==> config.mk <==
export PLATFORM = sky130hd
export DESIGN_NAME = board_top
export DESIGN_NICKNAME = d
export VERILOG_FILES = /design/src/board_pkg.sv /design/src/io_ring.sv /design/src/jtag_overlay_mux.sv /design/src/reset_gen.sv /design/src/gpio_scan_core.sv /design/src/board_top.sv
export SDC_FILE = /design/constraint.sdc
export NUM_CORES = 1
export LEC_CHECK = 0
export BUFFER_PORTS_ARGS = -buffer_cell sky130_fd_sc_hd__buf_2
export CORE_MARGIN = 3
export CORE_UTILIZATION = 55
export DETAILED_ROUTE_END_ITERATION = 8
export PLACE_DENSITY = 0.76
export SETUP_SLACK_MARGIN = 0.1
export SLEW_MARGIN = 20
export SYNTH_ARGS = -nofsm -noshare
export SYNTH_HDL_FRONTEND = slang
export SYNTH_SLANG_ARGS = --single-unit
==> constraint.sdc <==
create_clock -name clk_main_i -period 2 [get_ports clk_main_i]
set_input_delay 0 -clock clk_main_i [delete_from_list [all_inputs] [get_ports clk_main_i]]
set_output_delay 0 -clock clk_main_i [all_outputs]
set_load 0.05 [all_outputs]
==> src/board_pkg.sv <==
////////////////////////////////////////
// Board package
// Pad map, sizes and shared bus types for the GPIO board
////////////////////////////////////////

`default_nettype none

package board_pkg;

  // Sizes
  localparam int NumGpio       = 16;
  localparam int NumPads       = 22;
  localparam int ScanLen       = 48;
  localparam int RstHoldCycles = 4;
  localparam int RstCntW       = $clog2(RstHoldCycles + 1);

  // Pad indices above the GPIO block
  localparam int PadJtagEn = 16;
  localparam int PadTck    = 17;
  localparam int PadTms    = 18;
  localparam int PadTdi    = 19;
  localparam int PadTdo    = 20;
  localparam int PadSrstN  = 21;

  // Core-side values on JTAG pads while the overlay is active
  localparam logic [NumPads-1:0] PadTieOff = (NumPads'(1) << PadTms) |
                                             (NumPads'(1) << PadSrstN);

  // Strap and JTAG inputs taken away from the core
  localparam logic [NumPads-1:0] JtagPadMask = (NumPads'(1) << PadJtagEn) |
                                               (NumPads'(1) << PadTck)    |
                                               (NumPads'(1) << PadTms)    |
                                               (NumPads'(1) << PadTdi)    |
                                               (NumPads'(1) << PadSrstN);

  typedef struct packed {
    logic [NumPads-1:0] out;
    logic [NumPads-1:0] oe;
  } pad_drive_t;

  typedef struct packed {
    logic [NumPads-1:0] invert; // Only GPIO bits settable
  } pad_attr_t;

  typedef struct packed {
    logic tck;
    logic tms;
    logic tdi;
    logic srst_n;
  } jtag_bus_t;

  localparam jtag_bus_t JtagIdle = '{tck: 1'b0, tms: 1'b1, tdi: 1'b0, srst_n: 1'b1};

endpackage : board_pkg

`default_nettype wire

==> src/io_ring.sv <==
////////////////////////////////////////
// Pad ring
// Input synchronizer and per-pad polarity inversion
////////////////////////////////////////

`default_nettype none

module io_ring (
  input  logic                          clk_main_i,
  input  logic                          rst_n_i,
  // Board side
  input  logic [board_pkg::NumPads-1:0] pad_in_i,
  output logic [board_pkg::NumPads-1:0] pad_out_o,
  output logic [board_pkg::NumPads-1:0] pad_oe_o,
  // Core side
  input  board_pkg::pad_drive_t         core_drive_i,
  input  board_pkg::pad_attr_t          pad_attr_i,
  output logic [board_pkg::NumPads-1:0] pad_in_sync_o
);

  import board_pkg::*;

  logic [NumPads-1:0] sync_q1;
  logic [NumPads-1:0] sync_q2;

  ////////////////////////////////////////
  // Input path
  ////////////////////////////////////////

  always_ff @(posedge clk_main_i) begin
    if (!rst_n_i) begin
      sync_q1 <= '0;
      sync_q2 <= '0;
    end else begin
      sync_q1 <= pad_in_i;
      sync_q2 <= sync_q1;
    end
  end

  // Inversion after the flops, so attribute changes act at once
  assign pad_in_sync_o = sync_q2 ^ pad_attr_i.invert;

  ////////////////////////////////////////
  // Output path
  ////////////////////////////////////////

  assign pad_out_o = core_drive_i.out ^ pad_attr_i.invert;
  assign pad_oe_o  = core_drive_i.oe;  // Enables never inverted

endmodule : io_ring

`default_nettype wire

==> src/jtag_overlay_mux.sv <==
////////////////////////////////////////
// JTAG overlay mux
// Hands the JTAG pads to the scan port when the strap is set
////////////////////////////////////////

`default_nettype none

module jtag_overlay_mux (
  input  logic                          clk_main_i,
  input  logic                          rst_n_i,
  // Pad ring side
  input  logic [board_pkg::NumPads-1:0] pad_in_i,
  output board_pkg::pad_drive_t         pad_drive_o,
  // Core side
  output logic [board_pkg::NumPads-1:0] core_in_o,
  input  board_pkg::pad_drive_t         core_drive_i,
  // Scan port
  output board_pkg::jtag_bus_t          jtag_o,
  input  logic                          jtag_tdo_i
);

  import board_pkg::*;

  logic jtag_en_q;

  // Strap registered once more so a glitch cannot flip the mux mid-cycle
  always_ff @(posedge clk_main_i) begin
    if (!rst_n_i) begin
      jtag_en_q <= 1'b0;
    end else begin
      jtag_en_q <= pad_in_i[PadJtagEn];
    end
  end

  ////////////////////////////////////////
  // Overlay
  ////////////////////////////////////////

  always_comb begin
    // Default is plain pass-through with an idle scan port
    core_in_o   = pad_in_i;
    pad_drive_o = core_drive_i;
    jtag_o      = JtagIdle;

    if (jtag_en_q) begin
      jtag_o.tck    = pad_in_i[PadTck];
      jtag_o.tms    = pad_in_i[PadTms];
      jtag_o.tdi    = pad_in_i[PadTdi];
      jtag_o.srst_n = pad_in_i[PadSrstN];

      // Core sees tie-offs in place of the taken pads
      core_in_o = (pad_in_i & ~JtagPadMask) | (PadTieOff & JtagPadMask);

      // Core drive removed from the JTAG pads
      pad_drive_o.out = core_drive_i.out & ~JtagPadMask;
      pad_drive_o.oe  = core_drive_i.oe & ~JtagPadMask;

      // TDO pad owned by the scan port
      pad_drive_o.out[PadTdo] = jtag_tdo_i;
      pad_drive_o.oe[PadTdo]  = 1'b1;
    end
  end

endmodule : jtag_overlay_mux

`default_nettype wire

==> src/reset_gen.sv <==
////////////////////////////////////////
// Reset generator
// Merges board and JTAG system reset, stretches the release
////////////////////////////////////////

`default_nettype none

module reset_gen (
  input  logic clk_main_i,
  input  logic rst_n_i,      // Board reset
  input  logic srst_n_i,     // System reset from the scan port
  output logic rst_core_n_o
);

  import board_pkg::*;

  logic [RstCntW-1:0] hold_cnt_q;
  logic               rst_core_n_q;

  always_ff @(posedge clk_main_i) begin
    if (!rst_n_i || !srst_n_i) begin
      hold_cnt_q   <= RstCntW'(RstHoldCycles);  // Reload while any source active
      rst_core_n_q <= 1'b0;
    end else begin
      if (hold_cnt_q != '0) begin
        hold_cnt_q <= hold_cnt_q - 1'b1;
      end
      rst_core_n_q <= (hold_cnt_q == '0);
    end
  end

  assign rst_core_n_o = rst_core_n_q;

endmodule : reset_gen

`default_nettype wire

==> src/gpio_scan_core.sv <==
////////////////////////////////////////
// GPIO scan core
// 48-bit scan register driving GPIO out, enable and invert
////////////////////////////////////////

`default_nettype none

module gpio_scan_core (
  input  logic                          clk_main_i,
  input  logic                          rst_n_i,
  input  logic [board_pkg::NumGpio-1:0] gpio_in_i,
  input  board_pkg::jtag_bus_t          jtag_i,
  output logic                          jtag_tdo_o,
  output board_pkg::pad_drive_t         core_drive_o,
  output board_pkg::pad_attr_t          pad_attr_o
);

  import board_pkg::*;

  logic               tck_q;
  logic               tck_qq;
  logic               tms_q;
  logic               tdi_q;
  logic               tck_rise;
  logic [ScanLen-1:0] scan_q;
  logic [NumGpio-1:0] out_q;
  logic [NumGpio-1:0] oe_q;
  logic [NumGpio-1:0] inv_q;

  ////////////////////////////////////////
  // TCK edge detect
  ////////////////////////////////////////

  // TMS and TDI delayed together with TCK to stay aligned
  always_ff @(posedge clk_main_i) begin
    if (!rst_n_i) begin
      tck_q  <= 1'b0;
      tck_qq <= 1'b0;
      tms_q  <= 1'b1;
      tdi_q  <= 1'b0;
    end else begin
      tck_q  <= jtag_i.tck;
      tck_qq <= tck_q;
      tms_q  <= jtag_i.tms;
      tdi_q  <= jtag_i.tdi;
    end
  end

  assign tck_rise = tck_q & ~tck_qq;

  ////////////////////////////////////////
  // Shift, update and capture
  ////////////////////////////////////////

  always_ff @(posedge clk_main_i) begin
    if (!rst_n_i) begin
      scan_q <= '0;
      out_q  <= '0;
      oe_q   <= '0;
      inv_q  <= '0;
    end else if (tck_rise) begin
      if (tms_q) begin
        // Update from the scan word, then capture inputs into the low field
        out_q                <= scan_q[NumGpio-1:0];
        oe_q                 <= scan_q[2*NumGpio-1:NumGpio];
        inv_q                <= scan_q[3*NumGpio-1:2*NumGpio];
        scan_q[NumGpio-1:0]  <= gpio_in_i;
      end else begin
        scan_q <= {tdi_q, scan_q[ScanLen-1:1]};  // TDI in at MSB
      end
    end
  end

  assign jtag_tdo_o = scan_q[0];

  // Upper pad bits stay zero
  assign core_drive_o.out  = NumPads'(out_q);
  assign core_drive_o.oe   = NumPads'(oe_q);
  assign pad_attr_o.invert = NumPads'(inv_q);

endmodule : gpio_scan_core

`default_nettype wire

==> src/board_top.sv <==
////////////////////////////////////////
// Board top level
// Pad ring, JTAG overlay, reset and scan core
////////////////////////////////////////

`default_nettype none

module board_top (
  input  logic                          clk_main_i,
  input  logic                          rst_n_i,
  input  logic [board_pkg::NumPads-1:0] pad_in_i,
  output logic [board_pkg::NumPads-1:0] pad_out_o,
  output logic [board_pkg::NumPads-1:0] pad_oe_o
);

  import board_pkg::*;

  logic [NumPads-1:0] pad_in_sync;
  logic [NumPads-1:0] core_in;
  pad_drive_t         core_drive;   // From core, before the overlay
  pad_drive_t         pad_drive;    // To pad ring, after the overlay
  pad_attr_t          pad_attr;
  jtag_bus_t          jtag_bus;
  logic               jtag_tdo;
  logic               rst_core_n;

  io_ring io_ring_inst (
    .clk_main_i    ( clk_main_i  ),
    .rst_n_i       ( rst_n_i     ),
    .pad_in_i      ( pad_in_i    ),
    .pad_out_o     ( pad_out_o   ),
    .pad_oe_o      ( pad_oe_o    ),
    .core_drive_i  ( pad_drive   ),
    .pad_attr_i    ( pad_attr    ),
    .pad_in_sync_o ( pad_in_sync )
  );

  jtag_overlay_mux jtag_overlay_mux_inst (
    .clk_main_i   ( clk_main_i  ),
    .rst_n_i      ( rst_n_i     ),
    .pad_in_i     ( pad_in_sync ),
    .pad_drive_o  ( pad_drive   ),
    .core_in_o    ( core_in     ),
    .core_drive_i ( core_drive  ),
    .jtag_o       ( jtag_bus    ),
    .jtag_tdo_i   ( jtag_tdo    )
  );

  reset_gen reset_gen_inst (
    .clk_main_i   ( clk_main_i      ),
    .rst_n_i      ( rst_n_i         ),
    .srst_n_i     ( jtag_bus.srst_n ),
    .rst_core_n_o ( rst_core_n      )
  );

  gpio_scan_core gpio_scan_core_inst (
    .clk_main_i   ( clk_main_i             ),
    .rst_n_i      ( rst_core_n             ),
    .gpio_in_i    ( core_in[NumGpio-1:0]   ),
    .jtag_i       ( jtag_bus               ),
    .jtag_tdo_o   ( jtag_tdo               ),
    .core_drive_o ( core_drive             ),
    .pad_attr_o   ( pad_attr               )
  );

endmodule : board_top

`default_nettype wire

==> run_results.csv <==
group,metric,value,unit
setup_path,critPathLaunchType,"flip-flop",
finish,fill_cells,746,
global_routing,grt_pass1_wl,17.90,mm
floorplan,dieArea,0.01154,mm²
route,first_pass_iters,4,
power,vdd_drop_max,0.5688,mV
floorplan,core_area,0.009864,mm²
floorplan,io_pins,68,
clock_network,clock_latency,520,ps
min_path,hp-class,"in2reg",
logic_synthesis,ys_warn_count,0,
route,wl_per_cell,12.44,µm
logic_synthesis,synth_area,0.005657,mm²
logic_synthesis,post_synth.cell_area_avg,9.153,µm²
power,intPower,5.257,mW
setup_path,cp_max_fo,14,
route,routed_via_density,4.819,
floorplan,rows,36,
min_path,hold-path-endpoint,"io_ring_inst.sync_q1[11]",
route,num_vias,4019,
finish,layout-drive-gt1-share,0.1441,
floorplan,die_y,107.4,µm
timing,period_share,0.7404,
clock_network,cts_root_buffer,"clkbuf_8",
setup_path,r2r_setup_slack,520,ps
timing,slew_viol_final,0,
global_routing,track_usage,0.1975,
global_routing,grt_busiest_layer,"met2",
global_routing,met3_usage,0.05699,
logic_synthesis,synth_cell_types,25,
setup_path,end_kind,"flip-flop",
logic_synthesis,postSynthCellCount,618,
logic_synthesis,seq_area_frac_synth,0.5202,
timing,min_period,1481,ps
timing,fmax,675.4,MHz
power,power_switching,1.434,mW
setup_path,path_class,"reg2reg",
route,ant_nets,0,
setup_path,reg2reg_depth,4,
placed_design,hpwlAfterDp,6.224,mm
min_path,min_from,"pad_in_i[11]",
min_path,hold_depth,3,
global_routing,use_met2,0.3222,
floorplan,start_util,0.5734,
power,pwr-share-clk,0.476,
global_routing,grt_pass1_vias,3886,
power,swShare,0.2143,
status,outcome,"finished clean",
global_routing,grt_max_degree,101,
clock_network,cts_made_buffers,17,
finish,final_util,0.6953,
power,seqPwrFrac,0.453,
power,p_leak,2.593,nW
clock_network,clk_pin_slew,60,ps
finish,diodes,0,
power,comb_power_share,0.070,
clock_network,htree_levels,4,
placed_design,portBuffers,56,
global_routing,antenna_found_initial,0,
timing,rsz0062_at_grt,"no",
finish,mostFrequentLayoutCells,"176 x nand2_1, 146 x dfxtp_1, 58 x a21boi_0",
power,power_density,975.5,mW/mm²
clock_network,cts_tree,"built",
clock_network,cts_buffer_depth,2,
route,drt_drc_violations_left,0,
timing,final-setup-viol-count,0,
logic_synthesis,ys_ff_latch,147,
timing,hold_violations,0,
setup_path,r2r_end,"gpio_scan_core_inst.scan_q[41]",
finish,finalNetCount,714,
run,drv_cap,0,
clock_network,post_cts_buffers,0,
setup_path,cp.arrival,1890,ps
finish,area_delta_synth_final,21.26,%
timing,fin_tns_setup,0,ps
clock_network,cts.sinks,147,
floorplan,die_w,107.4,µm
global_routing,use_met1,0.2470,
global_routing,overflow,0,
route,drt_iter0_drc,223,
timing,clock_skew,8.445,ps
placed_design,place_congestion,0.7333,
route,wl,10.38,mm
setup_path,r2r_start,"gpio_scan_core_inst.tms_q",
finish,mostFrequentLayoutCell,"nand2_1",
setup_path,cp_data_required_time,2410,ps
## what timing repair did
action	CTS	global route
endpoints found under the hold margin	34	0
hold buffers	39	0
resized for setup	0	0
## cells in the mapped netlist
cell type	number	area, µm²
nand2_1	176	660.6
dfxtp_1	147	2943
a21boi_0	58	435.4
and2_1	45	281.5
a21boi_1	38	285.3
buf_4	31	232.7
nor2_1	20	75.07
clkbuf_1	19	71.32
a211o_1	17	148.9
xnor2_1	17	148.9
xor2_1	16	140.1
buf_2	12	60.06
buf_6	4	45.04
inv_1	3	11.26
and3_1	2	12.51
ha_1	2	25.02
nand2b_1	2	12.51
nand3b_1	2	15.01
a211oi_1	1	7.510
and3b_1	1	8.760
conb_1	1	3.750
nor2b_1	1	6.260
nor3b_2	1	12.51
o21ai_0	1	5.000
or3b_1	1	8.760
## registers in the layout, summed over array words and instances (netlist names)
signal / count
gpio_scan_core_inst.scan_q: 48
io_ring_inst.sync_q1: 21
io_ring_inst.sync_q2: 21
gpio_scan_core_inst.inv_q: 16
gpio_scan_core_inst.oe_q: 16
gpio_scan_core_inst.out_q: 16
reset_gen_inst.hold_cnt_q: 3
gpio_scan_core_inst.tck_q: 1
gpio_scan_core_inst.tck_qq: 1
gpio_scan_core_inst.tdi_q: 1
gpio_scan_core_inst.tms_q: 1
jtag_overlay_mux_inst.jtag_en_q: 1
reset_gen_inst.rst_core_n_o: 1
## layer usage
metal / up-vias / part of all wire / routed length (µm)
li1: 2082 / - / -
met1: 1847 / 0.46 / 4803
met2: 75 / 0.48 / 4959
met3: 15 / 0.043 / 444
met4: 0 / 0.016 / 167
met5: - / 0 / 0
## power groups by stage
| stage | registers [mW] | clock network (mW) | logic, mW |
|---|---|---|---|
| after floorplan | 3.08 | 0 | 0.350 |
| after global placement | 3.09 | 0 | 0.394 |
| after detailed placement | 3.10 | 0 | 0.410 |
| after CTS | 3.03 | 3.25 | 0.467 |
| after global routing | 3.04 | 3.39 | 0.523 |
| final | 3.03 | 3.19 | 0.470 |
## worst max path at each step
stage                              start                              to  cells past startpoint
6_report       gpio_scan_core_inst.tms_q  gpio_scan_core_inst.scan_q[41]                      4
5_1_grt        gpio_scan_core_inst.tck_q  gpio_scan_core_inst.scan_q[41]                      4
4_1_cts        gpio_scan_core_inst.tms_q  gpio_scan_core_inst.scan_q[41]                      4
3_5_place_dp   gpio_scan_core_inst.tms_q  gpio_scan_core_inst.scan_q[47]                      4
3_3_place_gp   gpio_scan_core_inst.tms_q  gpio_scan_core_inst.scan_q[47]                      4
2_1_floorplan  gpio_scan_core_inst.tms_q  gpio_scan_core_inst.scan_q[17]                      6
## area by class of cell
| cell class | instances | area, µm² | area share |
|---|---|---|---|
| Timing Repair Buffer | 108 | 793.3 | 0.1157 |
| Multi-Input combinational cell | 411 | 2333 | 0.3402 |
| Sequential cell | 147 | 2944 | 0.4292 |
| Tap cell | 133 | 166.4 | 0.02426 |
| Clock inverter | 10 | 147.6 | 0.02153 |
| Clock buffer | 22 | 462.9 | 0.06749 |
| Inverter | 3 | 11.26 | 0.001642 |
## worst max-delay path, cell delays in order (launching register included)
cell and delay [ps]:
dfxtp_1 370, or3b_1 580, buf_4 270, nand2_1 80, a21boi_1 60
## per-stage QoR
step	hold slack, ps	instance area [µm²]	setup WS [ps]	total power, mW	std cells
floorplan	121.7	5690	739.3	3.435	627
global placement	205.0	5858	561.3	3.486	763
detailed placement	209.0	5858	546.9	3.508	763
CTS	202.1	6859	519.9	6.755	834
global route	233.5	6859	429.8	6.958	834
finish	233.2	6859	519.3	6.691	834
## cells by family after synthesis
group           Yosys count  share of synthesized area
other cells               1                  0.0006629
buf+inv                  69                    0.07432
simple gates            251                     0.1933
compound gates          115                     0.1559
flops                   147                     0.5202
xor+xnor                 33                    0.05109
fa+ha+maj                 2                   0.004423
(Power assumes the default switching activity.)
